File: src/hdl/blimp_pkg.sv
//--------------------
// Shared core definitions: opcodes,
// instruction fields, stage payload structs
//--------------------
`default_nettype none

package blimp_pkg;

  // Widths
  localparam int xlen          = 32;
  localparam int max_seq_bits  = 8;
  localparam int max_preg_bits = 8;

  typedef logic [4:0]               arch_addr_t;
  typedef logic [max_seq_bits-1:0]  seq_t;
  typedef logic [max_preg_bits-1:0] preg_t;

  // Decoded operation
  typedef enum logic [1:0] {
    op_add  = 2'd0,
    op_addi = 2'd1,
    op_mul  = 2'd2,
    op_nop  = 2'd3
  } opcode_e;

  //--------------------
  // Instruction fields
  //--------------------
  localparam int inst_opc_lo = 0;
  localparam int inst_rd_lo  = 7;
  localparam int inst_f3_lo  = 12;
  localparam int inst_rs1_lo = 15;
  localparam int inst_rs2_lo = 20;
  localparam int inst_f7_lo  = 25;
  localparam int inst_imm_lo = 20;

  localparam logic [6:0] opc_reg = 7'b0110011;
  localparam logic [6:0] opc_imm = 7'b0010011;
  localparam logic [6:0] f7_add  = 7'b0000000;
  localparam logic [6:0] f7_mul  = 7'b0000001;
  localparam logic [2:0] f3_add  = 3'b000;

  //--------------------
  // Stage payloads
  //--------------------
  typedef struct packed {
    logic            val;
    logic [xlen-1:0] pc;
    logic [xlen-1:0] inst;
  } f_d_t;

  typedef struct packed {
    logic            val;
    seq_t            seq;
    logic [xlen-1:0] op1;
    logic [xlen-1:0] op2;
    opcode_e         op;
    preg_t           preg;
    logic            wen;
  } d_x_t;

  typedef struct packed {
    logic            val;
    seq_t            seq;
    preg_t           preg;
    logic            wen;
    logic [xlen-1:0] wdata;
  } x_w_t;

  // Result broadcast back to the register file
  typedef struct packed {
    logic            val;
    preg_t           preg;
    logic [xlen-1:0] wdata;
    logic            wen;
  } complete_t;

  typedef struct packed {
    logic            val;
    seq_t            seq;
    logic [xlen-1:0] pc;
    arch_addr_t      waddr;
    logic [xlen-1:0] wdata;
    logic            wen;
    preg_t           free_preg;
  } commit_t;

endpackage

`default_nettype wire

File: src/hdl/fetch_unit.sv
//--------------------
// Fetch unit: program counter,
// instruction request, F/D register
//--------------------
`timescale 1ns/1ps
`default_nettype none

module fetch_unit import blimp_pkg::*; (
  input  logic        clk,
  input  logic        rst_n,

  // Instruction memory read port
  output logic [31:0] inst_mem_addr,
  input  logic [31:0] inst_mem_data,

  // Decode side
  input  logic        stall,
  output f_d_t        f_d
);

  logic [xlen-1:0] pc_q;

  // Combinational read, address is simply the PC
  assign inst_mem_addr = pc_q;

  //--------------------
  // PC and F/D register
  //--------------------
  always_ff @(posedge clk or negedge rst_n) begin
    if (!rst_n) begin
      pc_q <= '0;
      f_d  <= '0;
    end else if (!stall) begin
      // Word at pc_q lands in F/D, PC moves on
      f_d.val  <= 1'b1;
      f_d.pc   <= pc_q;
      f_d.inst <= inst_mem_data;
      pc_q     <= pc_q + 32'd4;
    end
    // Stalled: hold F/D and the request address
  end

endmodule

`default_nettype wire

File: config.mk
export PLATFORM = sky130hd
export DESIGN_NAME = fetch_unit
export DESIGN_NICKNAME = d
export VERILOG_FILES = /design/src/hdl/blimp_pkg.sv /design/src/hdl/fetch_unit.sv
export SDC_FILE = /design/constraint.sdc
export NUM_CORES = 1
export LEC_CHECK = 0
export ABC_AREA = 1
export ABC_CLOCK_PERIOD_IN_PS = 1800
export BUFFER_PORTS_ARGS = -buffer_cell sky130_fd_sc_hd__buf_4
export CAP_MARGIN = 20
export CORE_MARGIN = 2
export CORE_UTILIZATION = 50
export DETAILED_ROUTE_END_ITERATION = 6
export PLACE_DENSITY = 0.79
export SLEW_MARGIN = 20
export SYNTH_ARGS = -nofsm -noshare
export SYNTH_HDL_FRONTEND = slang
export SYNTH_SLANG_ARGS = --single-unit
File: constraint.sdc
create_clock -name clk -period 1.8 [get_ports clk]
set_clock_uncertainty 0.15 [all_clocks]
set_input_delay 0.18 -clock clk [delete_from_list [all_inputs] [get_ports clk]]
set_output_delay 0.18 -clock clk [all_outputs]
set_load 0.01 [all_outputs]
==> results by group <==
Power and ir drop
  • Leakage power: 3.02 nW
  • Pwr dens: 912 nW/um^2
  • VDD IR max: 0.000467 V

Global routing
  • First-pass GRT wire length: 17700 microns
  • Largest net degree at the start of global routing: 42
  • Vias in the first global route: 3688
  • Global route overflow: 0
  • GRT Resource Usage Total: 0.260
  • Initial antenna violation count: 0

Worst setup path
  • Required time of the critical path: 1.91 ns
  • RR Endpoint: inst_mem_addr[22]$_DFFE_PN0N_
  • WS Path Type: primary input to register
  • Critical path endpoint: inst_mem_addr[22]$_DFFE_PN0N_
  • Worst setup SP type: primary input
  • Reg2reg start: inst_mem_addr[3]$_DFFE_PN0N_
  • Crit path from: stall
  • Peak fanout along the critical path: 10
  • Internal reg-to-reg setup slack: 0.17 ns
  • CP endpoint kind: register
  • Critical Path AT: 1.76 ns
  • Worst reg2reg path depth: 8

Clock tree
  • CTS tree: done
  • Clk sink count: 93
  • H-Tree Level Count: 3
  • CTS root buf: clkbuf_8
  • CTS Buf Count: 9
  • Clk_lat worst skew: 0.35 ns
  • Worst-path clk slew: 0.09 ns
  • Post-CTS setup buffers: 0
  • Max Root-Sink Buffers: 2

Route
  • Detailed Route WL: 11000 microns
  • Wire length per cell: 14.7 microns
  • Via count: 3637
  • Antenna Nets Post-Route: 0
  • Initial DRC count: 179
  • Drt first pass iters: 4
  • Vias per cell: 4.89
  • DRC violations left: 0

Flow run
  • MaxCap Viol Count: 0

Cells and area
  • Antenna Cells: 0
  • Final #Nets: 673
  • Commonest non-fill, non-tap cell in the layout: nand2_1
  • Most frequent cells in the layout: nand2_1, buf_4, dfrtp_1
  • Fraction of layout cells with a size suffix above 1: 0.282
  • Layout Area Growth over Synthesis: 40.8%
  • Post-Route Utilization: 0.736

Die
  • Core Region: 7810 sq um
  • Die Ht: 94.3 microns
  • Die span in x: 94.3 microns
  • Initial core utilization: 0.523
  • Area of the die: 8900 sq um
  • Ports: 132
  • Num rows: 32

Run status
  • Outcome: finished clean

STA
  • Crit path time final: 1.65 ns
  • Actual slew at the worst max-slew pin: 0.515 ns
  • Fin. max-slew vios: 0
  • Final worst setup slack: 0.148 ns
  • Slew headroom: 0.657
  • Setup violations, final: 0
  • Setup TNS: 0 ns
  • Final Hold Viols: 0
  • Unrepaired setup endpoints after global routing: false
  • Max Clock Freq: 605 MHz
  • Final period util: 0.918

Synth
  • Mapped cell area: 4080 sq um
  • Mapped Avg Cell Area: 8.74 sq um
  • Synthesized flop and latch total: 93
  • Cells after Synth: 467
  • Synth cell types: 26
  • Yosys Warn Count: 0
  • Sequential area share after synthesis: 0.570

Place
  • Final HPWL DP: 7600 microns
  • Final GP Congestion: 0.913
  • Port Buf Inserts: 127
  • Place WS: 0.191 ns

Min path
  • Hold WC Path Type: primary input to asynchronous set/reset pin
==> kinds of logic (layout without fill, tap and decap cells) <==
group | after synthesis | in the layout | synth area share
adder cells (fa/ha/maj) | 1 | 1 | 0.00307
AND/OR/NAND/NOR | 287 | 287 | 0.313
buffers and inverters | 49 | 221 | 0.0512
AO/OA/AOI/OAI | 19 | 19 | 0.0233
other | 1 | 4 | 0.000919
XOR/XNOR | 17 | 17 | 0.0383
flip-flops | 93 | 93 | 0.570
==> how the worst min path moves through the flow <==
| stage | start | end | cells after the start |
|---|---|---|---|
| 6_report | rst_n | f_d[51]$_DFFE_PN0N_ | 2 |
| 5_1_grt | rst_n | f_d[50]$_DFFE_PN0N_ | 2 |
| 4_1_cts | rst_n | f_d[51]$_DFFE_PN0N_ | 2 |
| 3_5_place_dp | rst_n | f_d[51]$_DFFE_PN0N_ | 1 |
| 3_3_place_gp | rst_n | f_d[51]$_DFFE_PN0N_ | 1 |
| 2_1_floorplan | rst_n | f_d[0]$_DFFE_PN0N_ | 0 |
==> power by group <==
part / internal [W] / switching, W / total (W)
combinational: 0.000607 / 0.000711 / 0.00132
clock: 0.000646 / 0.000725 / 0.00137
sequential: 0.00233 / 0.000220 / 0.00255
total: 0.00358 / 0.00166 / 0.00524
==> state kept, by name (all words and copies together) (netlist names) <==
register,count
f_d,63
inst_mem_addr,30
==> cell type report <==
class | count | area (sq um)
Inverter | 31 | 119
Clock inverter | 5 | 58.8
Sequential cell | 93 | 2330
Clock buffer | 11 | 131
Fill cell | 580 | 2060
Timing Repair Buffer | 174 | 1420
Tap cell | 102 | 128
Multi-Input combinational cell | 328 | 1560
==> stage by stage <==
stage               hold WS [ns]  power, W  cell area [sq um]  std cells
floorplan                 -0.266   0.00319               4090        470
global placement          0.0297   0.00380               5200        694
detailed placement        0.0387   0.00383               5200        694
CTS                        0.186   0.00527               5730        744
global route               0.246   0.00550               5740        744
finish                     0.196   0.00524               5740        744
==> critical path, stage by stage <==
cell           delay, ns
dlygate4sd3_1       0.54
buf_4               0.16
inv_4               0.10
nand2_1             0.12
nor2_4              0.16
nand3_4             0.14
nor2_8              0.14
nand2_1             0.09
nand2_1             0.07
nand2_1             0.04
==> cells in the mapped netlist <==
cell type  instances  share of area
nor2_8             2         0.0098
clkbuf_1           5         0.0046
xnor2_1            1         0.0021
nand2_2            6         0.0092
dfrtp_1           93           0.57
inv_2              2         0.0018
o21ai_0           19          0.023
xor2_1            15          0.032
or2_2              1         0.0015
nand2_1          210           0.19
inv_1             29          0.027
nor2_1            24          0.022
nor2_4             8          0.022
nand2_4            1         0.0028
nand3_1           22          0.027
ha_1               1         0.0031
xor2_2             1         0.0040
nor2_2             3         0.0046
buf_2              8         0.0098
nor3_1             2         0.0025
nand3_4            2         0.0086
nand3b_1           1         0.0018
buf_4              4         0.0074
conb_1             1        0.00092
buf_1              1        0.00092
nand4_1            5         0.0077
==> per-layer routing <==
metal	share of wire	routed length [microns]	vias up	global-route usage
li1	-	-	1769	-
met5	0	0	-	0
met2	0.52	5750	108	0.454
met3	0.046	499	20	0.0439
met4	0.023	248	0	0.0870
met1	0.41	4460	1740	0.329
==> what timing repair did <==
| item | CTS | global route |
|---|---|---|
| hold buffers | 34 | 0 |
| resized for setup | 0 | 3 |
| setup endpoints to repair | 0 | 4 |
| hold endpoints to repair | 70 | 0 |
Power figures use the tool's default switching activity.
