### src/hdl/blimp_pkg.sv
//--------------------
// Shared core definitions: opcodes,
// instruction fields, stage payload structs
//--------------------
`default_nettype none

package blimp_pkg;

  // Widths
  localparam int xlen          = 32;
  localparam int max_seq_bits  = 8;
  localparam int max_preg_bits = 8;

  typedef logic [4:0]               arch_addr_t;
  typedef logic [max_seq_bits-1:0]  seq_t;
  typedef logic [max_preg_bits-1:0] preg_t;

  // Decoded operation
  typedef enum logic [1:0] {
    op_add  = 2'd0,
    op_addi = 2'd1,
    op_mul  = 2'd2,
    op_nop  = 2'd3
  } opcode_e;

  //--------------------
  // Instruction fields
  //--------------------
  localparam int inst_opc_lo = 0;
  localparam int inst_rd_lo  = 7;
  localparam int inst_f3_lo  = 12;
  localparam int inst_rs1_lo = 15;
  localparam int inst_rs2_lo = 20;
  localparam int inst_f7_lo  = 25;
  localparam int inst_imm_lo = 20;

  localparam logic [6:0] opc_reg = 7'b0110011;
  localparam logic [6:0] opc_imm = 7'b0010011;
  localparam logic [6:0] f7_add  = 7'b0000000;
  localparam logic [6:0] f7_mul  = 7'b0000001;
  localparam logic [2:0] f3_add  = 3'b000;

  //--------------------
  // Stage payloads
  //--------------------
  typedef struct packed {
    logic            val;
    logic [xlen-1:0] pc;
    logic [xlen-1:0] inst;
  } f_d_t;

  typedef struct packed {
    logic            val;
    seq_t            seq;
    logic [xlen-1:0] op1;
    logic [xlen-1:0] op2;
    opcode_e         op;
    preg_t           preg;
    logic            wen;
  } d_x_t;

  typedef struct packed {
    logic            val;
    seq_t            seq;
    preg_t           preg;
    logic            wen;
    logic [xlen-1:0] wdata;
  } x_w_t;

  // Result broadcast back to the register file
  typedef struct packed {
    logic            val;
    preg_t           preg;
    logic [xlen-1:0] wdata;
    logic            wen;
  } complete_t;

  typedef struct packed {
    logic            val;
    seq_t            seq;
    logic [xlen-1:0] pc;
    arch_addr_t      waddr;
    logic [xlen-1:0] wdata;
    logic            wen;
    preg_t           free_preg;
  } commit_t;

endpackage

`default_nettype wire

### src/hdl/alu_unit.sv
//--------------------
// One-cycle adder pipe
//--------------------
`timescale 1ns/1ps
`default_nettype none

module alu_unit import blimp_pkg::*; (
  input  logic clk,
  input  logic rst_n,
  input  d_x_t d,
  output x_w_t w
);

  x_w_t res;

  // Sum of both operands, addi immediate already in op2
  always_comb begin
    res.val   = d.val;
    res.seq   = d.seq;
    res.preg  = d.preg;
    res.wen   = d.wen;
    res.wdata = d.op1 + d.op2;
  end

  // Single result register
  always_ff @(posedge clk or negedge rst_n) begin
    if (!rst_n) begin
      w <= '0;
    end else begin
      w <= res;
    end
  end

endmodule

`default_nettype wire

### config.mk
export PLATFORM = sky130hd
export DESIGN_NAME = alu_unit
export DESIGN_NICKNAME = d
export VERILOG_FILES = /design/src/hdl/blimp_pkg.sv /design/src/hdl/alu_unit.sv
export SDC_FILE = /design/constraint.sdc
export NUM_CORES = 1
export LEC_CHECK = 0
export BUFFER_PORTS_ARGS = -buffer_cell sky130_fd_sc_hd__buf_2
export CORE_MARGIN = 5
export CORE_UTILIZATION = 45
export CTS_CLUSTER_DIAMETER = 150
export DETAILED_ROUTE_END_ITERATION = 6
export PLACE_DENSITY = 0.8
export SLEW_MARGIN = 40
export SYNTH_ARGS = -nofsm -noshare
export SYNTH_HDL_FRONTEND = slang
export SYNTH_SLANG_ARGS = --single-unit
export TNS_END_PERCENT = 100
### constraint.sdc
create_clock -name clk -period 0.8 [get_ports clk]
set_input_delay 0.16 -clock clk [delete_from_list [all_inputs] [get_ports clk]]
set_output_delay 0.16 -clock clk [all_outputs]
set_load 0.1 [all_outputs]
==> impl_metrics.env, run 1 <==
export IMPL_dpl_instance_area_um2=5870
export IMPL_haltStage="global routing"
export IMPL_syn_area_um2=3300
export IMPL_synth_mux_area_frac=0.0156
export IMPL_pin_count=136
export IMPL_syn_inst=325
export IMPL_synth_fa_ha_area_frac=0.124
export IMPL_synth_edf_count=0
export IMPL_clk_path_buf_depth=2
export IMPL_worst_path_end_type="register input"
export IMPL_synth_compound_area_share=0.238
export IMPL_die_w_um=95.6
export IMPL_synth_ff_type="dfrtp_1"
export IMPL_gp_congestion=0.927
export IMPL_initial_core_util=0.459
export IMPL_dp_cells=643
export IMPL_clockRootBuffer="clkbuf_8"
export IMPL_overflow=2
export IMPL_die_h_um=95.6
export IMPL_async_flop_share=1.00
export IMPL_synth_seq_area_share=0.380
export IMPL_synth_net_count=443
export IMPL_dpl_hpwl_mm=10.0
export IMPL_grt_use_total=0.616
export IMPL_tool_error="[ERROR GRT-0232] Routing congestion too high. Check the congestion heatmap in the GUI."
export IMPL_synth_area_per_cell_um2=10.1
export IMPL_yosysUniqueCellTypes=67
export IMPL_grt_max_degree=51
export IMPL_cts_buffers=5
export IMPL_yosys_area_share_simple=0.143
export IMPL_synth_top_family_by_area="compound AO/OA/AOI/OAI gates"
export IMPL_yosys_warnings=0
export IMPL_synth_xor_area_frac=0.0611
export IMPL_synth_seq_cells=50
export IMPL_outcome="aborted with a tool error"
export IMPL_grt_worst_endpoint="w[30]$_DFF_PN0_/D"
export IMPL_h_tree_depth=2
export IMPL_rows=31
export IMPL_cts_sinks=50
export IMPL_port_buffers=133
-- kinds of logic after synthesis --
kind of cell | after synthesis
flops | 50
simple gates | 87
xor+xnor | 23
buf+inv | 21
compound gates | 107
fa+ha+maj | 32
mux | 5
-- metrics by stage --
| stage | setup slack (ns) | hold slack [ns] | TNS (ns) |
|---|---|---|---|
| after floorplan | -1.20 | -0.136 | -23.79 |
| after global placement | -1.41 | 0.164 | -31.30 |
| after detailed placement | -1.70 | 0.166 | -34.75 |
| after CTS | -1.14 | 0.0695 | -40.16 |
-- synthesized netlist by cell type (3+ instances only) --
library cell   n  area, um2
nor2b_1        3       18.8
nand4_1        5       31.3
mux2i_1        4       40.0
o21a_1         4       30.0
nand2_1       20       75.1
o21a_2         3       26.3
nor3_1         4       20.0
a21o_1        14        105
o21bai_1       3       22.5
ha_1          31        388
o21ai_0       11       55.1
o211ai_1       5       37.5
dfrtp_1       50       1250
and4_1         5       43.8
xor2_1        10       87.6
nand3_1        8       40.0
a211o_1        3       26.3
a21oi_1       28        140
nor2_1        20       75.1
xnor2_1       13        114
nand2b_1       4       25.0
clkbuf_1       5       18.8
inv_1         11       41.3
o21ai_1        3       15.0
a211oi_1       6       45.0
-- per-layer routing --
| metal | track usage | overflow |
|---|---|---|
| met1 | 0.584 | 0 |
| met5 | 0.00595 | 0 |
| met3 | 0.436 | 0 |
| met4 | 0.662 | 2 |
| met2 | 0.822 | 0 |
-- timing repair --
| item | 4_1_cts |
|---|---|
| pin swaps | 41 |
| resized for setup | 54 |
| endpoints found under the hold margin | 68 |
| setup endpoints to repair | 78 |
| hold buffers | 19 |
| setup buffers | 15 |
==> run 2: changes to the inputs <==
- CORE_UTILIZATION: 45 -> 30
- CTS_CLUSTER_DIAMETER: 150 -> not set
- PLACE_DENSITY: 0.8 -> not set
- PLACE_DENSITY_LB_ADDON: not set -> 0.15
==> run 2 against run 1 <==
- the flow now finishes, with violations (negative setup slack)
- synthesized area is the same
- synthesized cell count is the same
==> impl_metrics.env, run 2 <==
export IMPL_p_switching_w=0.00590
export IMPL_die_area_um2=13200
export IMPL_post_drt_wl_per_cell_um=15.2
export IMPL_peakVddDrop_mv=1.12
export IMPL_ys_top_cells_by_area="dfrtp_1 38%, ha_1 12%, a21oi_1 4.3%"
export IMPL_pwr_share_seq=0.269
export IMPL_max_slew_margin=0.741
export IMPL_grt_pass1_wl_mm=17.7
export IMPL_synth_area_per_cell_um2=10.1
export IMPL_fmax_ghz=0.551
export IMPL_power_density_nw_per_um2=1900
export IMPL_synth_ff_type="dfrtp_1"
export IMPL_area_growth_pct=108
export IMPL_synth_seq_cells=50
export IMPL_drtIter0Drc=130
export IMPL_violations="negative setup slack"
export IMPL_initial_core_util=0.305
export IMPL_dp_cells=688
export IMPL_antenna_found_initial=0
export IMPL_yosys_cell_count_top_type="dfrtp_1"
export IMPL_h_tree_depth=2
export IMPL_nets=707
export IMPL_nFillCells=853
export IMPL_fin_crit_sh=2.27
export IMPL_finalHoldViolations=0
export IMPL_yosysTopAreaCellShare=0.380
export IMPL_p_leak_nw=3.01
export IMPL_grt_max_degree=51
export IMPL_worst_setup_path_type="in2reg"
export IMPL_rsz0062_at_grt="yes"
export IMPL_largest_reg_flops=50
export IMPL_yosys_warnings=0
export IMPL_syn_area_um2=3300
export IMPL_tightest_slew_ns=0.385
export IMPL_synth_common_cells="50 x dfrtp_1, 31 x ha_1, 28 x a21oi_1"
export IMPL_maxCapViolations=0
export IMPL_clk_path_buf_depth=2
export IMPL_finalCriticalPeriod_ns=1.81
export IMPL_layout_common_cells="103 x buf_4, 64 x buf_2, 52 x buf_12"
export IMPL_overflow=0
export IMPL_regMostFlops="w"
export IMPL_synth_seq_area_share=0.380
export IMPL_syn_inst=325
export IMPL_cts_sinks=50
export IMPL_drc=0
export IMPL_first_pass_iters=4
export IMPL_internal_power_w=0.00707
export IMPL_routed_via_density=4.84
export IMPL_synth_area_leader_cell="dfrtp_1"
export IMPL_finalSetupViolations=79
export IMPL_cp_required_ns=1.05
export IMPL_hp_class="in2reg"
export IMPL_fin_area_um2=6840
export IMPL_setup_ws_ns=-1.01
export IMPL_final_instance_count_excl_fill=730
export IMPL_synth_net_count=443
export IMPL_p_comb_frac=0.605
export IMPL_die_w_um=115
export IMPL_layout_commonest_cell="buf_4"
export IMPL_rows=38
export IMPL_end_kind="flop"
export IMPL_diodes=0
export IMPL_critPathArrivalTime_ns=2.07
export IMPL_clockRootBuffer="clkbuf_8"
export IMPL_synth_edf_count=0
export IMPL_drive_above_1_share=0.656
export IMPL_die_h_um=115
export IMPL_dpl_instance_area_um2=5960
export IMPL_clock_power_share=0.125
export IMPL_core_um2=10800
export IMPL_pin_count=136
export IMPL_port_buffers=133
export IMPL_worst_path_max_fanout=4
export IMPL_p_sw_frac=0.455
export IMPL_drv_slew=0
export IMPL_startpoint="d[11]"
export IMPL_wirelength_mm=11.1
export IMPL_gp_congestion=0.820
export IMPL_yosysUniqueCellTypes=67
export IMPL_grt_use_total=0.166
export IMPL_cts_tree="yes"
export IMPL_grt_pass1_vias=3708
export IMPL_vias=3535
export IMPL_outcome="finished with violations"
export IMPL_ant_nets=0
export IMPL_cts_buffers=5
export IMPL_async_flop_share=1.00
export IMPL_crit_path_start_kind="input port"
export IMPL_clk_pin_slew_worst_paths_ns=0.11
export IMPL_dpl_hpwl_mm=8.70
export IMPL_worstSetupEndpoint="w[26]"
export IMPL_fin_util=0.634
export IMPL_largestRegisters="w: 50 flops"
run 2: cell counts after synthesis:
Identical to the previous run, type by type.
run 2: logic make-up after synthesis:
group	count (synthesis)	share of synthesized area
buf+inv	21	0.0383
fa+ha+maj	32	0.124
mux	5	0.0156
compound gates	107	0.238
xor+xnor	23	0.0611
simple gates	87	0.143
flops	50	0.380
run 2: worst max-delay path, stage by stage:
cell       delay [ns]
buf_6            0.10
ha_4             0.16
fa_2             0.36
a21o_1           0.20
a311oi_2         0.29
or4_4            0.20
a2111oi_4        0.09
or4_1            0.42
nand3_1          0.10
run 2: area by class of cell:
type                            instances  area, um2  area share
Inverter                               11       41.3     0.00603
Multi-Input combinational cell        254       2440       0.356
Clock inverter                          3       28.8     0.00421
Sequential cell                        50       1440       0.210
Timing Repair Buffer                  267       2650       0.387
Clock buffer                            5       68.8      0.0101
Tap cell                              140        175      0.0256
run 2: worst min path at each step:
| stage | start | cells past startpoint | end | slack, ns |
|---|---|---|---|---|
| 2_1_floorplan | rst_n | 0 | w[0] | -0.14 |
| 3_3_place_gp | rst_n | 2 | w[8] | 0.18 |
| 6_report | d[43] | 2 | w[0] | 0.06 |
| 5_1_grt | d[43] | 2 | w[0] | 0.03 |
| 4_1_cts | d[43] | 2 | w[0] | 0.05 |
| 3_5_place_dp | rst_n | 2 | w[8] | 0.18 |
run 2: stage by stage:
stage | hold WS [ns] | total power, W | TNS, ns | setup WS [ns]
floorplan | -0.136 | 0.00779 | -23.79 | -1.20
global placement | 0.175 | 0.0108 | -32.33 | -1.43
detailed placement | 0.178 | 0.0109 | -33.17 | -1.50
CTS | 0.0501 | 0.0129 | -38.24 | -1.01
global route | 0.0312 | 0.0136 | -42.51 | -1.13
finish | 0.0617 | 0.0130 | -38.73 | -1.01
run 2: timing repair:
action,CTS,global route
buffers inserted,11,10
endpoints found under the hold margin,68,0
setup endpoints to repair,78,79
resized for setup,65,22
hold buffers,19,0
pin swaps,43,16
run 2: power by group through the flow:
| stage | Clock, W | Sequential [W] | Combinational [W] |
|---|---|---|---|
| floorplan | 0 | 0.00626 | 0.00153 |
| CTS | 0.00168 | 0.00351 | 0.00773 |
| finish | 0.00163 | 0.00350 | 0.00785 |
| detailed placement | 0 | 0.00356 | 0.00735 |
| global placement | 0 | 0.00356 | 0.00727 |
| global route | 0.00180 | 0.00353 | 0.00822 |
run 2: routing by layer:
layer / vias up / track usage / part of all wire / wire, um
li1: 1736 / - / - / -
met1: 1694 / 0.199 / 0.41 / 4530
met2: 99 / 0.315 / 0.54 / 5940
met3: 6 / 0.0189 / 0.045 / 501
met4: 0 / 0.0383 / 0.011 / 120
met5: - / 0 / 0 / 0
No activity file was read; power rests on OpenSTA's default activity.
