## src/hdl/blimp_pkg.sv

```systemverilog
//--------------------
// Shared core definitions: opcodes,
// instruction fields, stage payload structs
//--------------------
`default_nettype none

package blimp_pkg;

  // Widths
  localparam int xlen          = 32;
  localparam int max_seq_bits  = 8;
  localparam int max_preg_bits = 8;

  typedef logic [4:0]               arch_addr_t;
  typedef logic [max_seq_bits-1:0]  seq_t;
  typedef logic [max_preg_bits-1:0] preg_t;

  // Decoded operation
  typedef enum logic [1:0] {
    op_add  = 2'd0,
    op_addi = 2'd1,
    op_mul  = 2'd2,
    op_nop  = 2'd3
  } opcode_e;

  //--------------------
  // Instruction fields
  //--------------------
  localparam int inst_opc_lo = 0;
  localparam int inst_rd_lo  = 7;
  localparam int inst_f3_lo  = 12;
  localparam int inst_rs1_lo = 15;
  localparam int inst_rs2_lo = 20;
  localparam int inst_f7_lo  = 25;
  localparam int inst_imm_lo = 20;

  localparam logic [6:0] opc_reg = 7'b0110011;
  localparam logic [6:0] opc_imm = 7'b0010011;
  localparam logic [6:0] f7_add  = 7'b0000000;
  localparam logic [6:0] f7_mul  = 7'b0000001;
  localparam logic [2:0] f3_add  = 3'b000;

  //--------------------
  // Stage payloads
  //--------------------
  typedef struct packed {
    logic            val;
    logic [xlen-1:0] pc;
    logic [xlen-1:0] inst;
  } f_d_t;

  typedef struct packed {
    logic            val;
    seq_t            seq;
    logic [xlen-1:0] op1;
    logic [xlen-1:0] op2;
    opcode_e         op;
    preg_t           preg;
    logic            wen;
  } d_x_t;

  typedef struct packed {
    logic            val;
    seq_t            seq;
    preg_t           preg;
    logic            wen;
    logic [xlen-1:0] wdata;
  } x_w_t;

  // Result broadcast back to the register file
  typedef struct packed {
    logic            val;
    preg_t           preg;
    logic [xlen-1:0] wdata;
    logic            wen;
  } complete_t;

  typedef struct packed {
    logic            val;
    seq_t            seq;
    logic [xlen-1:0] pc;
    arch_addr_t      waddr;
    logic [xlen-1:0] wdata;
    logic            wen;
    preg_t           free_preg;
  } commit_t;

endpackage

`default_nettype wire

```

## src/hdl/mul_unit.sv

```systemverilog
//--------------------
// Pipelined multiplier,
// low word of the product
//--------------------
`timescale 1ns/1ps
`default_nettype none

module mul_unit import blimp_pkg::*; #(
  parameter int p_mul_stages = 4
) (
  input  logic clk,
  input  logic rst_n,
  input  d_x_t d,
  output x_w_t w
);

  x_w_t pipe_q [p_mul_stages];
  x_w_t res;

  //--------------------
  // Product into stage 0
  //--------------------
  always_comb begin
    res.val  = d.val;
    res.seq  = d.seq;
    res.preg = d.preg;
    res.wen  = d.wen;
    // Truncated to xlen, low half only
    res.wdata = d.op1 * d.op2;
  end

  //--------------------
  // Shift chain
  //--------------------
  // Each stage has its own valid and tags
  always_ff @(posedge clk or negedge rst_n) begin
    if (!rst_n) begin
      for (int i = 0; i < p_mul_stages; i++) pipe_q[i] <= '0;
    end else begin
      pipe_q[0] <= res;
      for (int i = 1; i < p_mul_stages; i++) pipe_q[i] <= pipe_q[i-1];
    end
  end

  // Last stage goes to writeback
  assign w = pipe_q[p_mul_stages-1];

endmodule

`default_nettype wire

```

## config.mk

```make
export PLATFORM = sky130hd
export DESIGN_NAME = mul_unit
export DESIGN_NICKNAME = d
export VERILOG_FILES = /design/src/hdl/blimp_pkg.sv /design/src/hdl/mul_unit.sv
export SDC_FILE = /design/constraint.sdc
export NUM_CORES = 1
export LEC_CHECK = 0
export BUFFER_PORTS_ARGS = -buffer_cell sky130_fd_sc_hd__buf_4
export CAP_MARGIN = 15
export CORE_MARGIN = 2
export CORE_UTILIZATION = 45
export DETAILED_ROUTE_END_ITERATION = 7
export PLACE_DENSITY = 0.63
export SKIP_LAST_GASP = 1
export SLEW_MARGIN = 25
export SYNTH_ARGS = -nofsm -noshare
export SYNTH_HDL_FRONTEND = slang
export SYNTH_SLANG_ARGS = --single-unit
```

## constraint.sdc

```tcl
create_clock -name clk -period 0.8 [get_ports clk]
set_input_delay 0.04 -clock clk [delete_from_list [all_inputs] [get_ports clk]]
set_output_delay 0.04 -clock clk [all_outputs]
set_load 0.01 [all_outputs]
```

==> run metrics, run 1 <==
status=finished with violations; failing checks=negative setup slack; critical path peak fanout=8; Die Area=0.0487 sq mm; dpl ws=-5.68 ns; fin util=57.3%; Final Critical Period=5.76 ns; count of final setup violators=80; first-pass GRT wire length=84900 microns; CTS H-tree lvls=4; most common cell after layout, fill and taps aside=fa_1; Req. time, crit path=1.17 ns; Layout area overhead=26.1%; I/O Buffers=133; setup slack after layout=-4.96 ns; Syn. warnings=0; vias in the first global route=15700; DRT iter0 DRCs=643; Top Ports=136; CORE AREA=0.0465 sq mm; Slew @ Worst Pin=0.481 ns; critical setup path kind=input pin to flop; Vias/cell=4.83; Horiz. Die Dim=221 microns; drt first pass iters=5; post-synthesis cell area=0.0211 sq mm; cell depth of the worst flop-to-flop path=0; hpwl dp=44500 microns; post-synth top area cell=fa_1; most frequent cells in the layout=387 x fa_1, 347 x inv_1, 346 x and2_1, 276 x buf_4, 200 x dfrtp_1; Area contributors post-synth=fa_1 39%, dfrtp_1 24%, and2_1 11%; clock latency on the worst-skew pair=0.44 ns; Detail Route Antenna Nets=0; drc violations=0; r2r setup slk=0.30 ns; drt total wl=53200 microns; initial antenna violation count=0; Seq/Total Area, Yosys=23.7%; nets=2875; worst r2r src=pipe_q[67]$_DFF_PN0_; CTS tree=yes; antenna cells=0; Wirelength per Cell=18.5 microns; share of layout cells above drive strength 1=25.9%; CTS Root Cell=clkbuf_16; top cell type's share of synthesized area=38.7%; Critical Path Source Type=input pin; total congestion overflow=0; detailed-route via count=13900; Mapped Cells=1953; FF+latch area=0.00500 sq mm; Distinct cells, synth=42; Worst Skew=0.0113 ns; Initial Util=45.5%; largest net degree at the start of global routing=41; f_max=0.174 GHz; max-capacitance violation count=0; Multi-input gate area=0.0150 sq mm; Worst-path clk slew=0.08 ns; FF+latch count, synth=200; reg-to-reg critical path endpoint=w[17]$_DFF_PN0_; Syn Nets=2570; Fillers=3921; Die Y=221 microns; gr usage total=23.2%; Crit. End Element=flop; final hold vios=0; Final GP Congestion=0.925; CTS Buf Count=17; syn_area_per_cell=10.8 sq um; final period utilization=720%; Post-synth ARST share=100%; Max Slew Vio Count=0; EDFF count, synth=0; Max-slew headroom=67.8%; RSZ-0062 raised after global routing=true; Max Root-Sink Buffers=2; worst hold path type=input pin to asynchronous set/reset pin; Main synth FF type=dfrtp_1; clk sinks=200; row cnt=79; endpoint arrival time on the critical path=6.13 ns
-- flip-flops by register name, indices dropped and copies added, names as in the netlist --
register / flops
pipe_q: 150
w: 50
-- kinds of logic (layout without fill, tap and decap cells) --
group / after synthesis / after routing / synth area share [%]
flip-flops: 200 / 200 / 23.7
AND/OR/NAND/NOR: 569 / 569 / 14.7
adder cells (fa/ha/maj): 531 / 531 / 45.9
buffers and inverters: 495 / 813 / 9.68
XOR/XNOR: 86 / 86 / 3.57
AO/OA/AOI/OAI: 72 / 72 / 2.43
-- how the worst max path moves through the flow --
stage               startpoint                     to
floorplan                d[14]  pipe_q[181]$_DFF_PN0_
global placement         d[16]  pipe_q[181]$_DFF_PN0_
detailed placement       d[16]  pipe_q[181]$_DFF_PN0_
CTS                      d[55]  pipe_q[181]$_DFF_PN0_
global route             d[17]  pipe_q[179]$_DFF_PN0_
finish                   d[56]  pipe_q[181]$_DFF_PN0_
-- stage by stage --
stage / hold slack [ns] / setup TNS, ns / instances / area [sq um]
2_1_floorplan: -0.256 / -119.79 / 1953 / 21600
3_5_place_dp: -0.0428 / -135.20 / 2799 / 24500
3_3_place_gp: -0.0426 / -133.83 / 2799 / 24500
6_report: 0.0688 / -126.17 / 2878 / 26600
5_1_grt: 0.0597 / -132.87 / 2878 / 26600
4_1_cts: 0.0495 / -127.94 / 2872 / 26300
-- worst max-delay path: stages --
cell      delay (ns)
buf_4           0.12
buf_6           0.14
buf_4           0.17
and2_1          0.16
fa_1            0.53
inv_1           0.05
fa_1            0.54
fa_1            0.45
fa_1            0.50
fa_1            0.61
fa_1            0.47
fa_1            0.50
fa_1            0.49
inv_1           0.04
ha_1            0.33
a21oi_1         0.17
o21bai_1        0.07
a21o_1          0.23
a21o_1          0.21
a31oi_2         0.16
xnor2_1         0.14
-- repair_timing --
item	4_1_cts	5_1_grt
setup buffers	22	10
gates cloned	2	1
gates resized for setup	182	58
pin swaps	76	46
setup endpoints to repair	80	80
hold buffers	19	0
endpoints found under the hold margin	218	0
-- Yosys cell counts (4+ instances only) --
| library cell | n |
|---|---|
| a211oi_1 | 4 |
| xnor2_1 | 67 |
| buf_4 | 50 |
| clkbuf_1 | 81 |
| o21bai_1 | 4 |
| ha_1 | 123 |
| a21oi_1 | 23 |
| dfrtp_1 | 200 |
| nand3_1 | 4 |
| inv_1 | 364 |
| nor2_1 | 11 |
| a21o_1 | 7 |
| fa_1 | 408 |
| o21ai_0 | 9 |
| and2_1 | 367 |
| xor2_1 | 19 |
| nand2_1 | 170 |
| o211ai_1 | 4 |
-- per-layer routing --
metal	vias to the layer above	wire length [microns]	global-route usage [%]
met2	300	28000	41.8
met1	7254	21700	29.3
met4	0	1630	7.02
li1	6271	-	-
met5	-	0	0
met3	85	1840	2.39
-- cell type report --
class	count	area share, %
multi-input cells	1258	56.3
flip-flops and latches	200	18.8
repair buffers	417	14.7
inverters	364	5.14
well taps	607	2.85
clock buffers	18	1.65
clock inverters	14	0.592
Power of run 1 is not shown: default switching activity piles up to over one toggle a cycle in this logic, so the estimate is an artifact.
==> run 2, diff against run 1 <==
PLACE_DENSITY = 0.64   (was 0.63)
==> run metrics, run 2 (synthesis results as in run 1) <==
Worst-path clk slew=0.08 ns (about the same); I/O Buffers=133 (unchanged); wire length on met3=1850 microns (was 1840 microns); gr usage total=22.4% (was 23.2%); met2 wire length=26800 microns (was 28000 microns); final period utilization=718% (was 720%); clock latency on the worst-skew pair=0.44 ns (about the same); Wirelength per Cell=17.9 microns (was 18.5 microns); row cnt=79 (unchanged); worst hold slack=0.0545 ns (was 0.0688 ns); Die Y=221 microns (unchanged); Req. time, crit path=1.17 ns (about the same); crit path launch=d[55] (was d[56]); Max Slew Vio Count=0 (unchanged); detailed-route via count=13700 (was 13900); drt first pass iters=5 (unchanged); vias in the first global route=15600 (was 15700); Critical Path Source Type=input pin (unchanged); most common cell after layout, fill and taps aside=fa_1 (unchanged); Top Ports=136 (unchanged); setup slack after layout=-4.94 ns (was -4.96 ns); Layout area overhead=25.0% (was 26.1%); top layer in use=met5 (was met4); endpoint arrival time on the critical path=6.11 ns (was 6.13 ns); first-pass GRT wire length=82500 microns (was 84900 microns); Final Critical Period=5.74 ns (was 5.76 ns); DRT iter0 DRCs=712 (was 643); Crit. End Element=flop (unchanged); r2r setup slk=0.29 ns (was 0.30 ns); critical path peak fanout=12 (was 8); CORE AREA=0.0465 sq mm (unchanged); failing checks=negative setup slack (unchanged); Worst Skew=0.0110 ns (was 0.0113 ns); max-capacitance violation count=0 (unchanged); most frequent cells in the layout=387 x fa_1, 344 x and2_1, 342 x inv_1, 259 x buf_4, 200 x dfrtp_1 (was 387 x fa_1, 347 x inv_1, 346 x and2_1, 276 x buf_4, 200 x dfrtp_1); Biggest register=pipe_q (unchanged); Horiz. Die Dim=221 microns (unchanged); FF+latch area=0.00500 sq mm (unchanged); CTS Root Cell=clkbuf_16 (unchanged); drc violations=0 (unchanged); CTS Buf Count=17 (unchanged); CTS tree=yes (unchanged); largest net degree at the start of global routing=41 (unchanged); drt total wl=51000 microns (was 53200 microns); clk sinks=200 (unchanged); final hold vios=0 (unchanged); worst r2r src=pipe_q[115]$_DFF_PN0_ (was pipe_q[67]$_DFF_PN0_); Initial Util=45.5% (unchanged); status=finished with violations (unchanged); initial antenna violation count=1 (was 0); RSZ-0062 raised after global routing=true (unchanged); f_max=0.174 GHz (about the same); max FFs per register=150 (unchanged); nets=2851 (was 2875); Slew @ Worst Pin=0.458 ns (was 0.481 ns); Fillers=3982 (was 3921); total congestion overflow=0 (unchanged); antenna cells=0 (unchanged); hpwl dp=42900 microns (was 44500 microns); Max-slew headroom=69.3% (was 67.8%); Vias/cell=4.81 (was 4.83); CTS H-tree lvls=4 (unchanged); reg-to-reg critical path endpoint=pipe_q[65]$_DFF_PN0_ (was w[17]$_DFF_PN0_); Final GP Congestion=0.878 (was 0.925); WL met1=20500 microns (was 21700 microns); share of layout cells above drive strength 1=25.5% (was 25.9%); critical setup path kind=input pin to flop (unchanged); cell depth of the worst flop-to-flop path=0 (unchanged); worst hold path type=input pin to asynchronous set/reset pin (unchanged); Die Area=0.0487 sq mm (unchanged); Detail Route Antenna Nets=0 (unchanged); Max Root-Sink Buffers=2 (unchanged); count of final setup violators=80 (unchanged); Multi-input gate area=0.0150 sq mm (about the same)
## run 2: changes by cell type in the layout (fill, tap and decap cells not counted), sizes merged
cell      delta
buf         -23
clkinvlp     -2
bufinv       +1
clkbuf       -1
inv          +1
## run 2: stage by stage
step | setup slack, ns | instances | utilization [%] | TNS, ns | cell area (sq um)
finish | -4.94 | 2854 | 56.8 | -126.57 | 26400
global route | -5.09 | 2854 | 56.8 | -132.68 | 26400
CTS | -4.95 | 2841 | 55.7 | -127.41 | 25900
detailed placement | -5.62 | 2780 | 52.4 | -135.29 | 24400
global placement | -5.49 | 2780 | 52.4 | -133.49 | 24400
floorplan | -5.12 | 1953 | - | -119.79 | 21600
## run 2: area by class of cell
type	count	share of cell area [%]
Clock buffer	18	1.62
Multi-Input combinational cell	1258	56.9
Timing Repair Buffer	393	13.7
Clock inverter	14	0.744
Sequential cell	200	19.0
Tap cell	607	2.88
Inverter	364	5.17
## run 2: worst max-delay path by stage
stage | slack [ns] | cells past startpoint | to
after detailed placement | -5.62 | 23 | pipe_q[181]$_DFF_PN0_
after global routing | -5.09 | 22 | pipe_q[181]$_DFF_PN0_
after CTS | -4.95 | 22 | pipe_q[181]$_DFF_PN0_
after global placement | -5.49 | 23 | pipe_q[181]$_DFF_PN0_
final | -4.94 | 23 | pipe_q[181]$_DFF_PN0_
after floorplan | -5.12 | 24 | pipe_q[181]$_DFF_PN0_
## run 2: critical path, cell delays in order
cell	delay (ns)
buf_6	0.12
buf_8	0.15
buf_4	0.16
and2_1	0.17
fa_1	0.43
inv_1	0.09
fa_1	0.44
fa_1	0.55
inv_1	0.05
fa_1	0.52
inv_1	0.06
fa_1	0.54
inv_1	0.05
fa_1	0.45
fa_1	0.51
fa_1	0.43
ha_1	0.32
a21oi_2	0.16
inv_1	0.09
a21o_1	0.21
o21bai_2	0.22
a31oi_1	0.18
xnor2_1	0.15
## run 2: per-layer routing
| layer | vias up | global-route usage, % |
|---|---|---|
| met4 | 2 | 8.91 |
| met5 | - | 0 |
| met1 | 7134 | 28.1 |
| met3 | 76 | 2.57 |
| li1 | 6212 | - |
| met2 | 301 | 39.6 |
## run 2: repair_timing
item,4_1_cts,5_1_grt
gates resized for setup,145,115
pin swaps,55,94
setup endpoints to repair,80,80
setup buffers,10,17
hold endpoints to repair,218,0
hold buffers,19,0
Power of run 2 is left out for the same reason.
