[src/hdl/blimp_pkg.sv]
//--------------------
// Shared core definitions: opcodes,
// instruction fields, stage payload structs
//--------------------
`default_nettype none

package blimp_pkg;

  // Widths
  localparam int xlen          = 32;
  localparam int max_seq_bits  = 8;
  localparam int max_preg_bits = 8;

  typedef logic [4:0]               arch_addr_t;
  typedef logic [max_seq_bits-1:0]  seq_t;
  typedef logic [max_preg_bits-1:0] preg_t;

  // Decoded operation
  typedef enum logic [1:0] {
    op_add  = 2'd0,
    op_addi = 2'd1,
    op_mul  = 2'd2,
    op_nop  = 2'd3
  } opcode_e;

  //--------------------
  // Instruction fields
  //--------------------
  localparam int inst_opc_lo = 0;
  localparam int inst_rd_lo  = 7;
  localparam int inst_f3_lo  = 12;
  localparam int inst_rs1_lo = 15;
  localparam int inst_rs2_lo = 20;
  localparam int inst_f7_lo  = 25;
  localparam int inst_imm_lo = 20;

  localparam logic [6:0] opc_reg = 7'b0110011;
  localparam logic [6:0] opc_imm = 7'b0010011;
  localparam logic [6:0] f7_add  = 7'b0000000;
  localparam logic [6:0] f7_mul  = 7'b0000001;
  localparam logic [2:0] f3_add  = 3'b000;

  //--------------------
  // Stage payloads
  //--------------------
  typedef struct packed {
    logic            val;
    logic [xlen-1:0] pc;
    logic [xlen-1:0] inst;
  } f_d_t;

  typedef struct packed {
    logic            val;
    seq_t            seq;
    logic [xlen-1:0] op1;
    logic [xlen-1:0] op2;
    opcode_e         op;
    preg_t           preg;
    logic            wen;
  } d_x_t;

  typedef struct packed {
    logic            val;
    seq_t            seq;
    preg_t           preg;
    logic            wen;
    logic [xlen-1:0] wdata;
  } x_w_t;

  // Result broadcast back to the register file
  typedef struct packed {
    logic            val;
    preg_t           preg;
    logic [xlen-1:0] wdata;
    logic            wen;
  } complete_t;

  typedef struct packed {
    logic            val;
    seq_t            seq;
    logic [xlen-1:0] pc;
    arch_addr_t      waddr;
    logic [xlen-1:0] wdata;
    logic            wen;
    preg_t           free_preg;
  } commit_t;

endpackage

`default_nettype wire

[src/hdl/writeback_commit_unit.sv]
//--------------------
// Writeback and commit: reorder buffer,
// completion, in-order retire
//--------------------
`timescale 1ns/1ps
`default_nettype none

module writeback_commit_unit import blimp_pkg::*; #(
  parameter int p_seq_num_bits = 3
) (
  input  logic                      clk,
  input  logic                      rst_n,
  // Allocation from decode
  input  logic                      alloc,
  input  logic [xlen-1:0]           alloc_pc,
  input  arch_addr_t                alloc_waddr,
  input  preg_t                     alloc_free_preg,
  output logic [p_seq_num_bits-1:0] rob_seq,
  output logic                      rob_full,
  // Execute results
  input  x_w_t                      alu_w,
  input  x_w_t                      mul_w,
  // Broadcast and retire
  output complete_t                 complete,
  output complete_t                 complete_mul,
  output commit_t                   commit
);

  localparam int rob_depth = 1 << p_seq_num_bits;

  // Pointers carry a wrap bit for full/empty
  logic [p_seq_num_bits:0]   head_q, tail_q;
  logic [p_seq_num_bits-1:0] head_idx, tail_idx, alu_idx, mul_idx;
  logic [rob_depth-1:0]      busy_q, done_q;
  logic                      do_commit;

  // Entry payload
  logic [xlen-1:0] pc_q    [rob_depth];
  arch_addr_t      waddr_q [rob_depth];
  preg_t           free_q  [rob_depth];
  logic [xlen-1:0] wdata_q [rob_depth];
  logic [rob_depth-1:0] wen_q;

  assign head_idx = head_q[p_seq_num_bits-1:0];
  assign tail_idx = tail_q[p_seq_num_bits-1:0];
  assign alu_idx  = alu_w.seq[p_seq_num_bits-1:0];
  assign mul_idx  = mul_w.seq[p_seq_num_bits-1:0];

  assign rob_seq  = tail_idx;
  assign rob_full = (head_q[p_seq_num_bits] != tail_q[p_seq_num_bits]) &&
                    (head_idx == tail_idx);

  //--------------------
  // Completion broadcast
  //--------------------
  // Same cycle as the pipe result
  always_comb begin
    complete.val       = alu_w.val;
    complete.preg      = alu_w.preg;
    complete.wdata     = alu_w.wdata;
    complete.wen       = alu_w.wen;
    complete_mul.val   = mul_w.val;
    complete_mul.preg  = mul_w.preg;
    complete_mul.wdata = mul_w.wdata;
    complete_mul.wen   = mul_w.wen;
  end

  //--------------------
  // Commit
  //--------------------
  // Head retires once done, one per cycle
  assign do_commit = busy_q[head_idx] && done_q[head_idx];

  always_comb begin
    commit.val       = do_commit;
    commit.seq       = seq_t'(head_idx);
    commit.pc        = pc_q[head_idx];
    commit.waddr     = waddr_q[head_idx];
    commit.wdata     = wdata_q[head_idx];
    commit.wen       = wen_q[head_idx];
    commit.free_preg = free_q[head_idx];
  end

  // Control state
  always_ff @(posedge clk or negedge rst_n) begin
    if (!rst_n) begin
      head_q <= '0;
      tail_q <= '0;
      busy_q <= '0;
      done_q <= '0;
    end else begin
      // Out of order marking
      if (alu_w.val) done_q[alu_idx] <= 1'b1;
      if (mul_w.val) done_q[mul_idx] <= 1'b1;
      if (alloc) begin
        busy_q[tail_idx] <= 1'b1;
        done_q[tail_idx] <= 1'b0;
        tail_q           <= tail_q + 1'b1;
      end
      if (do_commit) begin
        busy_q[head_idx] <= 1'b0;
        head_q           <= head_q + 1'b1;
      end
    end
  end

  // Entry contents
  always_ff @(posedge clk) begin
    if (alloc) begin
      pc_q[tail_idx]    <= alloc_pc;
      waddr_q[tail_idx] <= alloc_waddr;
      free_q[tail_idx]  <= alloc_free_preg;
    end
    if (alu_w.val) begin
      wdata_q[alu_idx] <= alu_w.wdata;
      wen_q[alu_idx]   <= alu_w.wen;
    end
    if (mul_w.val) begin
      wdata_q[mul_idx] <= mul_w.wdata;
      wen_q[mul_idx]   <= mul_w.wen;
    end
  end

endmodule

`default_nettype wire

[config.mk]
export PLATFORM = sky130hd
export DESIGN_NAME = writeback_commit_unit
export DESIGN_NICKNAME = d
export VERILOG_FILES = /design/src/hdl/blimp_pkg.sv /design/src/hdl/writeback_commit_unit.sv
export SDC_FILE = /design/constraint.sdc
export NUM_CORES = 1
export LEC_CHECK = 0
export ABC_AREA = 1
export ABC_CLOCK_PERIOD_IN_PS = 3700
export BUFFER_PORTS_ARGS = -buffer_cell sky130_fd_sc_hd__buf_2
export CAP_MARGIN = 20
export CORE_MARGIN = 2
export CORE_UTILIZATION = 50
export CTS_CLUSTER_DIAMETER = 30
export DETAILED_ROUTE_END_ITERATION = 8
export PLACE_DENSITY = 0.7
export SKIP_LAST_GASP = 1
export SLEW_MARGIN = 10
export SYNTH_ARGS = -nofsm -noshare
export SYNTH_HDL_FRONTEND = slang
export SYNTH_SLANG_ARGS = --single-unit
[constraint.sdc]
create_clock -name clk -period 3.7 [get_ports clk]
set_input_delay 0.185 -clock clk [delete_from_list [all_inputs] [get_ports clk]]
set_output_delay 0.185 -clock clk [all_outputs]
set_load 0.02 [all_outputs]
==> flow_summary.ini, run 1 <==
[pwr]
p_comb_frac = 0.276
sw_frac_of_total = 0.335
power.density_nw_per_um2 = 792
irDropWorstVdd_v = 0.000558
power.internal_mw = 18.7
finalPower_mw = 28.2
p_leak_nw = 13.4
power_frac_clock = 0.397
seq_power_share = 0.326
switchingPower_mw = 9.44

[cts]
cts_buffers = 119
worstSkewPairLatency_ns = 0.66
cts_resized = 0
cts.sinks = 648
cts_root_buf = clkbuf_16
path_clk_slew_ns = 0.05
cts_max_path_buffers = 3
htreeDepth = 3
cts_tree = built

[grt]
antenna_found_initial = 0
grt_max_degree = 145
grtUsageTotal = 0.252
grt_pass1_vias = 20700
grt_pass1_wl_um = 116000
gr-total-overflow = 0

[setup_path]
rrSetupSlack_ns = 1.15
worst-setup-path-type = reg -> out
rr_startpoint = head_q[0]
cp.required_ns = 3.51
cpPeakStageDelay_ns = 0.72
path_cells = inv_8, buf_4, o21a_1, o21ai_0, o2111ai_1, buf_2
cp-end-kind = output pin
crit_fanout = 87
startpoint_type = flip-flop
rr_worst_depth = 9
cp_data_arrival_time_ns = 3.26
r2r-end = head_q[0]
slowest_stage = dfrtp_4

[synth]
synth_seq_area_share = 0.670
synthFlopType = edfxtp_1
synth_most_common_cell = edfxtp_1
synth_cell_types = 30
synth_commonest_cells = edfxtp_1 (616), o21ai_0 (438), nand2_1 (344), nor2_1 (254), o21a_1 (154)
yosysTopAreaCell = edfxtp_1
yosys-top-cells-area = edfxtp_1 (64%), o21ai_0 (7.6%), nand2_1 (4.5%), o21a_1 (4.0%), nor2_1 (3.3%)
synth-edff-count = 616
synth_top_area_frac = 0.644
netlist_area_um2 = 28700
syn_avg_cell_area_um2 = 11.4
ys_warn_count = 0
ys_ff_latch = 648
synthCells = 2520
async_reset_ff_frac = 0.0370

[die]
initial_core_util = 0.507
die_y_um = 244
die_w_um = 244
num_rows = 87
die_area_um2 = 59400
ios = 323
design.core.area_um2 = 56600

[drt]
route.detailed.drc = 0
wirelength_um = 76100
drt-pass1-iter-count = 7
first_iter_violations = 1710
postRouteAntennaNets = 0
detail_route.wl_per_cell_um = 20.7
num_vias = 20700
avgViaCountPerCell = 5.64

[timing]
worstMarginPinSlew_ns = 0.881
fin_crit_sh = 0.931
drv_slew = 0
fmax_mhz = 290
tns_ns = 0
relSlewSlack = 0.411
fin_skew_ns = 0.0552
fin_hold_ws_ns = 0.0413
setup_viol_count_final = 0
worst_slack_ns = 0.256
period_minus_slack_ns = 3.44
rsz0062_at_grt = no
finalHoldViolCount = 0

[cells_and_area]
drive_gt1_frac = 0.191
design.final.nets = 2961
antenna_cells = 0
fin_cells = 3669
area.growth.synth_to_final_pct = 23.8
fin_util = 0.628
design_area_um2 = 35600

[worst_hold_path]
worstHoldStart = mul_w[23]
holdPathStages = 3
whs_endpoint = wdata_q[5][23]
hp-class = in -> reg

[placement]
pre_cts_slack_ns = 1.00
placed_area_um2 = 29900
dp.cells = 3305
dpl.hpwl_um = 39300
gp_congestion = 0.789
io_buffers = 275

[job]
drv_cap = 0

[run_status]
status = finished, final reports clean
==> critical path, delay by kind of cell, from the launching register on <==
kind	cells	cell delay, ns
AO/OA/AOI/OAI	3	0.47
buffers and inverters	3	1.28
flip-flops	1	0.72
==> cell usage in the layout (no fill, tap or decap), types with 5 or more instances in the layout <==
master         netlist  routed
a21oi_1              8       8
buf_12               0       8
buf_2               89     275
buf_4              103      38
bufinv_16            0      22
clkbuf_1            81       9
clkbuf_16            0     120
clkinv_1             0      20
clkinv_2             0      18
clkinv_4             0       6
clkinvlp_4           0      17
conb_1               1       5
dfrtp_1             24      23
dfxtp_1              8       8
dlygate4sd3_1        0     141
edfxtp_1           616     616
inv_1               86      84
inv_2               11      12
inv_6                0       6
nand2_1            344     329
nand2_2              3      17
nand3_1             21      20
nand4_1              8       8
nor2_1             254     248
nor2_4               2       9
o2111ai_1           78      78
o211ai_1             9       9
o21a_1             154     154
o21ai_0            438     438
o21ai_1            139     139
o22ai_1              7       7
xor2_1               5       5
==> power groups by stage <==
stage / Sequential (mW) / Combinational, mW / Clock (mW)
after floorplan: 9.15 / 5.47 / 0
after global placement: 9.30 / 7.53 / 0
after detailed placement: 9.33 / 7.66 / 0
after CTS: 9.20 / 7.83 / 11.3
after global routing: 9.27 / 8.47 / 11.6
final: 9.20 / 7.79 / 11.2
==> logic make-up after synthesis <==
family	count (synthesis)	share of synthesized area
other	1	0.000131
buffers and inverters	393	0.0708
XOR/XNOR	6	0.00183
flip-flops	648	0.670
AO/OA/AOI/OAI	835	0.170
AND/OR/NAND/NOR	635	0.0856
adder cells (fa/ha/maj)	2	0.000871
==> worst max path at each step <==
| stage | startpoint | end | slack, ns | depth (start not counted) |
|---|---|---|---|---|
| floorplan | tail_q[2] | busy_q[7] | 0.49 | 7 |
| global route | head_q[0] | commit[32] | 0.11 | 6 |
| global placement | head_q[0] | commit[86] | 1.00 | 9 |
| detailed placement | head_q[0] | commit[86] | 1.00 | 9 |
| finish | head_q[0] | commit[32] | 0.26 | 6 |
| CTS | head_q[0] | commit[86] | 0.27 | 9 |
==> state kept, by name, indices dropped and copies added, names as in the netlist <==
register,count
pc_q,256
wen_q,8
wdata_q,256
head_q,4
tail_q,4
done_q,8
waddr_q,40
busy_q,8
free_q,64
==> timing repair <==
action | CTS | global route
buffers inserted | 0 | 0
hold buffers | 141 | 0
hold endpoints to repair | 650 | 0
==> layer usage <==
| metal | vias to the layer above | track usage | routed length [µm] |
|---|---|---|---|
| li1 | 9561 | - | - |
| met2 | 992 | 0.439 | 38300 |
| met4 | 0 | 0.0904 | 1720 |
| met1 | 10000 | 0.313 | 29400 |
| met3 | 124 | 0.0494 | 6580 |
| met5 | - | 0 | 0 |
==> area by class of cell <==
class,instances,area (µm²)
clock buffers,129,3040
clock inverters,94,1170
fillers,4305,21000
inverters,97,372
multi-input cells,1483,7540
flip-flops and latches,648,19300
well taps,756,946
repair buffers,462,3230
(Power assumes the default switching activity.)
==> run 2, diff against run 1 <==
--- a/config.mk
+++ b/config.mk
@@ -5,7 +5,7 @@
 export SDC_FILE = /design/constraint.sdc
 export NUM_CORES = 1
 export LEC_CHECK = 0
-export ABC_AREA = 1
+export ABC_AREA = 0
 export ABC_CLOCK_PERIOD_IN_PS = 3700
 export BUFFER_PORTS_ARGS = -buffer_cell sky130_fd_sc_hd__buf_2
 export CAP_MARGIN = 20
==> flow_summary.ini, run 2 <==
[die]
ios = 323
initial_core_util = 0.508
design.core.area_um2 = 56500
die_w_um = 243
die_area_um2 = 59300
die_y_um = 243
num_rows = 87

[timing]
setup_viol_count_final = 0
fmax_mhz = 328
worst_slack_ns = 0.654
period_minus_slack_ns = 3.05
fin_skew_ns = 0.0205
tns_ns = 0
relSlewSlack = 0.381
fin_crit_sh = 0.823
rsz0062_at_grt = no
drv_slew = 0
finalHoldViolCount = 0
worstMarginPinSlew_ns = 0.928

[synth]
netlist_area_um2 = 28700
synth_most_common_cell = edfxtp_1
syn_avg_cell_area_um2 = 19.6
synth_cell_types = 46
async_reset_ff_frac = 0.0370
ys_warn_count = 0
synth_top_area_frac = 0.645
synthFlopType = edfxtp_1
yosys-top-cells-area = edfxtp_1 (65%), mux4_2 (12%), mux2_2 (9.8%), mux2_1 (3.3%), buf_4 (2.6%)
synthCells = 1466
synth_seq_area_share = 0.672
yosysTopAreaCell = edfxtp_1
synth-edff-count = 616
ys_ff_latch = 648
synth_commonest_cells = edfxtp_1 (616), mux2_2 (250), mux4_2 (157), buf_4 (98), mux2_1 (84)

[grt]
grt_pass1_vias = 16300
grtUsageTotal = 0.218
grt_pass1_wl_um = 96900
grt_max_degree = 64
gr-total-overflow = 0
antenna_found_initial = 2

[setup_path]
cp.required_ns = 3.51
crit_fanout = 55
crit_family = multiplexers
rr_worst_depth = 4
cpPeakStageDelay_ns = 0.70
r2r-end = pc_q[5][23]
startpoint_type = flip-flop
cp-end-kind = output pin
rr_startpoint = tail_q[2]
worst-setup-path-type = reg -> out
cp_data_arrival_time_ns = 2.86
slowest_stage = dfrtp_4
path_cells = buf_12, mux4_2, mux2_2, buf_2
rrSetupSlack_ns = 1.43
crit_buf_inv = 2

[cells_and_area]
drive_gt1_frac = 0.477
area.growth.synth_to_final_pct = 25.4
largestRegisters = pc_q x256, wdata_q x256, free_q x64
design.final.nets = 2022
final_cell_mix = edfxtp_1 (616), buf_2 (275), mux2_2 (250), mux4_2 (157), dlygate4sd3_1 (146)
fin_cells = 2732
final_common_cell = edfxtp_1

[cts]
cts.sinks = 648
cts_tree = built
worstSkewPairLatency_ns = 0.67
cts_root_buf = clkbuf_16
htreeDepth = 3
path_clk_slew_ns = 0.05
cts_buffers = 120
cts_max_path_buffers = 3

[placement]
dpl.hpwl_um = 34100
dp.cells = 2360
gp_congestion = 0.761
io_buffers = 275
pre_cts_slack_ns = 1.26

[drt]
wirelength_um = 64200
detail_route.wl_per_cell_um = 23.5
drt-pass1-iter-count = 5
num_vias = 15300
route.detailed.drc = 0
first_iter_violations = 1131
postRouteAntennaNets = 0
avgViaCountPerCell = 5.60

[pwr]
p_leak_nw = 12.7
seq_power_share = 0.346
sw_frac_of_total = 0.287
power.internal_mw = 19.6
irDropWorstVdd_v = 0.000583
power.density_nw_per_um2 = 764
p_comb_frac = 0.256
power_frac_clock = 0.397
switchingPower_mw = 7.89

[worst_hold_path]
hp-class = in -> async

[job]
drv_cap = 0

[run_status]
status = finished, final reports clean
## run 2: changes by cell type in the layout (fill, tap and decap cells not counted), moves of 137 or more
cell and delta:
o21a_1 -151, nand2_1 -306, o21ai_0 -430, mux2_2 +250
nor2_1 -232, o21ai_1 -137, mux4_2 +157
## run 2: how the worst max path moves through the flow
| stage | from | end | depth (start not counted) |
|---|---|---|---|
| 2_1_floorplan | tail_q[0] | free_q[4][0] | 3 |
| 3_3_place_gp | head_q[0] | commit[42] | 4 |
| 3_5_place_dp | head_q[0] | commit[42] | 4 |
| 4_1_cts | head_q[0] | commit[64] | 4 |
| 5_1_grt | head_q[0] | commit[64] | 4 |
| 6_report | head_q[0] | commit[64] | 4 |
## run 2: layout make-up
cell class | count | area (µm²)
antenna | 2 | 5.00
clock buffer | 132 | 3060
multi-input combinational | 638 | 8300
fill | 3839 | 20500
timing repair buffer | 459 | 3270
tap | 756 | 946
clock inverter | 92 | 1080
inverter | 5 | 18.8
sequential | 648 | 19300
## run 2: routing by layer
| layer | vias up | global-route usage | share of wire |
|---|---|---|---|
| met5 | - | 0 | 0 |
| met2 | 534 | 0.373 | 0.51 |
| li1 | 6725 | - | - |
| met1 | 7940 | 0.275 | 0.40 |
| met4 | 0 | 0.0780 | 0.022 |
| met3 | 101 | 0.0476 | 0.060 |
## run 2: stage by stage
| step | instance area (µm²) | hold slack (ns) | total power [mW] | util |
|---|---|---|---|---|
| 4_1_cts | 35900 | 0.0173 | 27.8 | 0.636 |
| 5_1_grt | 35900 | 0.0790 | 28.5 | 0.636 |
| 3_3_place_gp | 30300 | 0.201 | 16.6 | 0.537 |
| 2_1_floorplan | 28700 | -0.111 | 14.7 | - |
| 6_report | 36000 | 0.0643 | 27.5 | 0.636 |
| 3_5_place_dp | 30300 | 0.216 | 16.6 | 0.537 |
## run 2: power groups by stage
stage                     Sequential [mW]  Combinational, mW  Clock [mW]
after floorplan                      9.34               5.31           0
after global placement               9.59               6.96           0
after detailed placement             9.65               7.00           0
after CTS                            9.52               7.17        11.1
after global routing                 9.60               7.54        11.4
final                                9.51               7.04        10.9
## run 2: kinds of logic (layout without fill, tap and decap cells)
family | after synthesis | after routing | synth area share
adder cells (fa/ha/maj) | 2 | 2 | 0.000873
other | 1 | 7 | 0.000131
multiplexers | 501 | 501 | 0.258
AO/OA/AOI/OAI | 28 | 28 | 0.00655
AND/OR/NAND/NOR | 93 | 93 | 0.0177
buffers and inverters | 184 | 688 | 0.0419
XOR/XNOR | 9 | 9 | 0.00275
flip-flops | 648 | 648 | 0.672
## run 2: repair_timing
item	4_1_cts	5_1_grt
setup buffers	0	0
hold endpoints to repair	653	0
hold buffers	146	0
resized for setup	0	0
## run 2: worst reg2reg max path, stage by stage (launching register included)
cell and delay (ns):
dfrtp_1 0.62, nor2b_1 0.23, nand3_1 0.16, inv_2 0.60, buf_12 0.33
==> run 3, diff against run 2 <==
--- a/config.mk
+++ b/config.mk
@@ -6,7 +6,7 @@
 export NUM_CORES = 1
 export LEC_CHECK = 0
 export ABC_AREA = 0
-export ABC_CLOCK_PERIOD_IN_PS = 3700
+export ABC_CLOCK_PERIOD_IN_PS = 3100
 export BUFFER_PORTS_ARGS = -buffer_cell sky130_fd_sc_hd__buf_2
 export CAP_MARGIN = 20
 export CORE_MARGIN = 2
==> constraint.sdc (replaced) <==
create_clock -name clk -period 3.1 [get_ports clk]
set_input_delay 0.155 -clock clk [delete_from_list [all_inputs] [get_ports clk]]
set_output_delay 0.155 -clock clk [all_outputs]
set_load 0.02 [all_outputs]
==> flow_summary.ini, run 3 (synthesized netlist as in run 2, its figures left out) <==
[timing]
fin_hold_ws_ns = 0.146
worstMarginPinSlew_ns = 0.753
finalHoldViolCount = 0
period_minus_slack_ns = 2.92
setup_viol_count_final = 0
drv_slew = 0
fin_crit_sh = 0.942
fmax_mhz = 343
rsz0062_at_grt = no
fin_skew_ns = 0.0170
relSlewSlack = 0.496

[setup_path]
crit_top_cell = buf_12
rr_worst_depth = 4
cp_data_arrival_time_ns = 2.76
crit_family = flip-flops
crit_start = head_q[2]
startpoint_type = flip-flop
rr_startpoint = tail_q[2]
crit_fanout = 29
worst-setup-path-type = reg -> out
slowest_stage = dfrtp_4
crit_buf_inv = 3
path_cells = buf_12, buf_12, mux4_2, mux2_2, buf_2
cpPeakStageDelay_ns = 0.76
rrSetupSlack_ns = 1.01
r2r-end = pc_q[5][9]
cp.required_ns = 2.94
cp-end-kind = output pin

[grt]
grt_max_degree = 48
grt_pass1_vias = 16800
gr-total-overflow = 0
grt_pass1_wl_um = 101000
grtUsageTotal = 0.229
antenna_found_initial = 2

[pwr]
irDropWorstVdd_v = 0.000555
power.density_nw_per_um2 = 932
p_leak_nw = 13.1
finalPower_mw = 34.2

[cts]
cts_root_buf = clkbuf_16
cts_max_path_buffers = 3
cts_resized = 0
worstSkewPairLatency_ns = 0.69
cts_buffers = 132
htreeDepth = 4
path_clk_slew_ns = 0.05
cts_tree = built
cts.sinks = 648

[cells_and_area]
fill_cells = 3729
area.growth.synth_to_final_pct = 28.0
final_cell_mix = edfxtp_1 (616), buf_2 (275), mux2_2 (250), mux4_2 (157), dlygate4sd3_1 (152)
design.final.nets = 2065
fin_cells = 2780
largestRegisters = pc_q x256, wdata_q x256, free_q x64
fin_util = 0.650
drive_gt1_frac = 0.484
final_common_cell = edfxtp_1

[run_status]
status = finished, final reports clean

[placement]
dpl.hpwl_um = 34900
dp.cells = 2378
gp_congestion = 0.739
io_buffers = 275

[drt]
first_iter_violations = 1135
drt-pass1-iter-count = 5
route.detailed.drc = 0
wirelength_um = 66800
detail_route.wl_per_cell_um = 24.0
avgViaCountPerCell = 5.64
postRouteAntennaNets = 0
num_vias = 15700

[worst_hold_path]
holdPathStages = 4
whs_endpoint = wdata_q[3][26]
worstHoldStart = mul_w[42]
hp-class = in -> reg

[die]
num_rows = 87
die_area_um2 = 59300
design.core.area_um2 = 56500
die_y_um = 243
ios = 323
die_w_um = 243
initial_core_util = 0.508

[job]
drv_cap = 0
==> run 3: cell types whose count changed in the layout (fill, tap and decap cells not counted), moves of 3 or more <==
cell and delta:
clkbuf_1 +7, clkbuf_16 +16, clkinvlp_4 -5, buf_4 +11, inv_6 +3, clkinv_2 +4
buf_12 +14, clkinv_4 -3, dlygate4sd3_1 +6, clkinv_1 -4
==> run 3: power by group <==
part	total, mW	switching [mW]	internal (mW)
Clock	14.0	4.50	9.51
Combinational	8.84	4.67	4.17
Sequential	11.3	0.559	10.8
Total	34.2	9.74	24.5
==> run 3: worst max path at each step <==
stage | slack, ns | endpoint | depth (start not counted)
3_5_place_dp | 0.78 | commit[2] | 4
5_1_grt | 0.06 | commit[73] | 5
2_1_floorplan | -0.07 | free_q[4][0] | 3
6_report | 0.18 | commit[73] | 5
4_1_cts | 0.02 | commit[2] | 4
3_3_place_gp | 0.80 | commit[2] | 4
==> run 3: worst reg2reg max path, stage by stage, from the launching register on <==
cell and delay [ns]:
dfrtp_1 0.62, nor2b_1 0.23, nand3_1 0.19, inv_2 0.38
buf_12 0.31
==> run 3: per-stage QoR <==
step	instance area [µm²]	TNS (ns)	setup slack (ns)
after floorplan	28700	-5.98	-0.0664
after global placement	30600	0	0.797
after detailed placement	30600	0	0.778
after CTS	36600	0	0.0190
after global routing	36700	0	0.0638
final	36700	0	0.180
==> run 3: repair_timing <==
action	4_1_cts	5_1_grt
setup buffers	0	6
endpoints found under the setup margin	0	5
hold buffers	153	0
hold endpoints to repair	658	0
==> run 3: metal layers <==
metal	share of wire	up-vias	track usage	routed length, µm
met3	0.066	107	0.0586	4390
met5	0	-	0	0
li1	-	6831	-	-
met2	0.50	597	0.376	33600
met1	0.41	8133	0.299	27600
met4	0.020	0	0.0792	1310
==> run 3: layout make-up <==
type	instances	area [µm²]	area share
diodes	3	7.51	0.000205
clock buffers	155	3480	0.0949
clock inverters	85	981	0.0267
inverters	5	18.8	0.000511
multi-input cells	638	8300	0.226
flip-flops and latches	648	19300	0.525
well taps	756	946	0.0258
repair buffers	490	3700	0.101
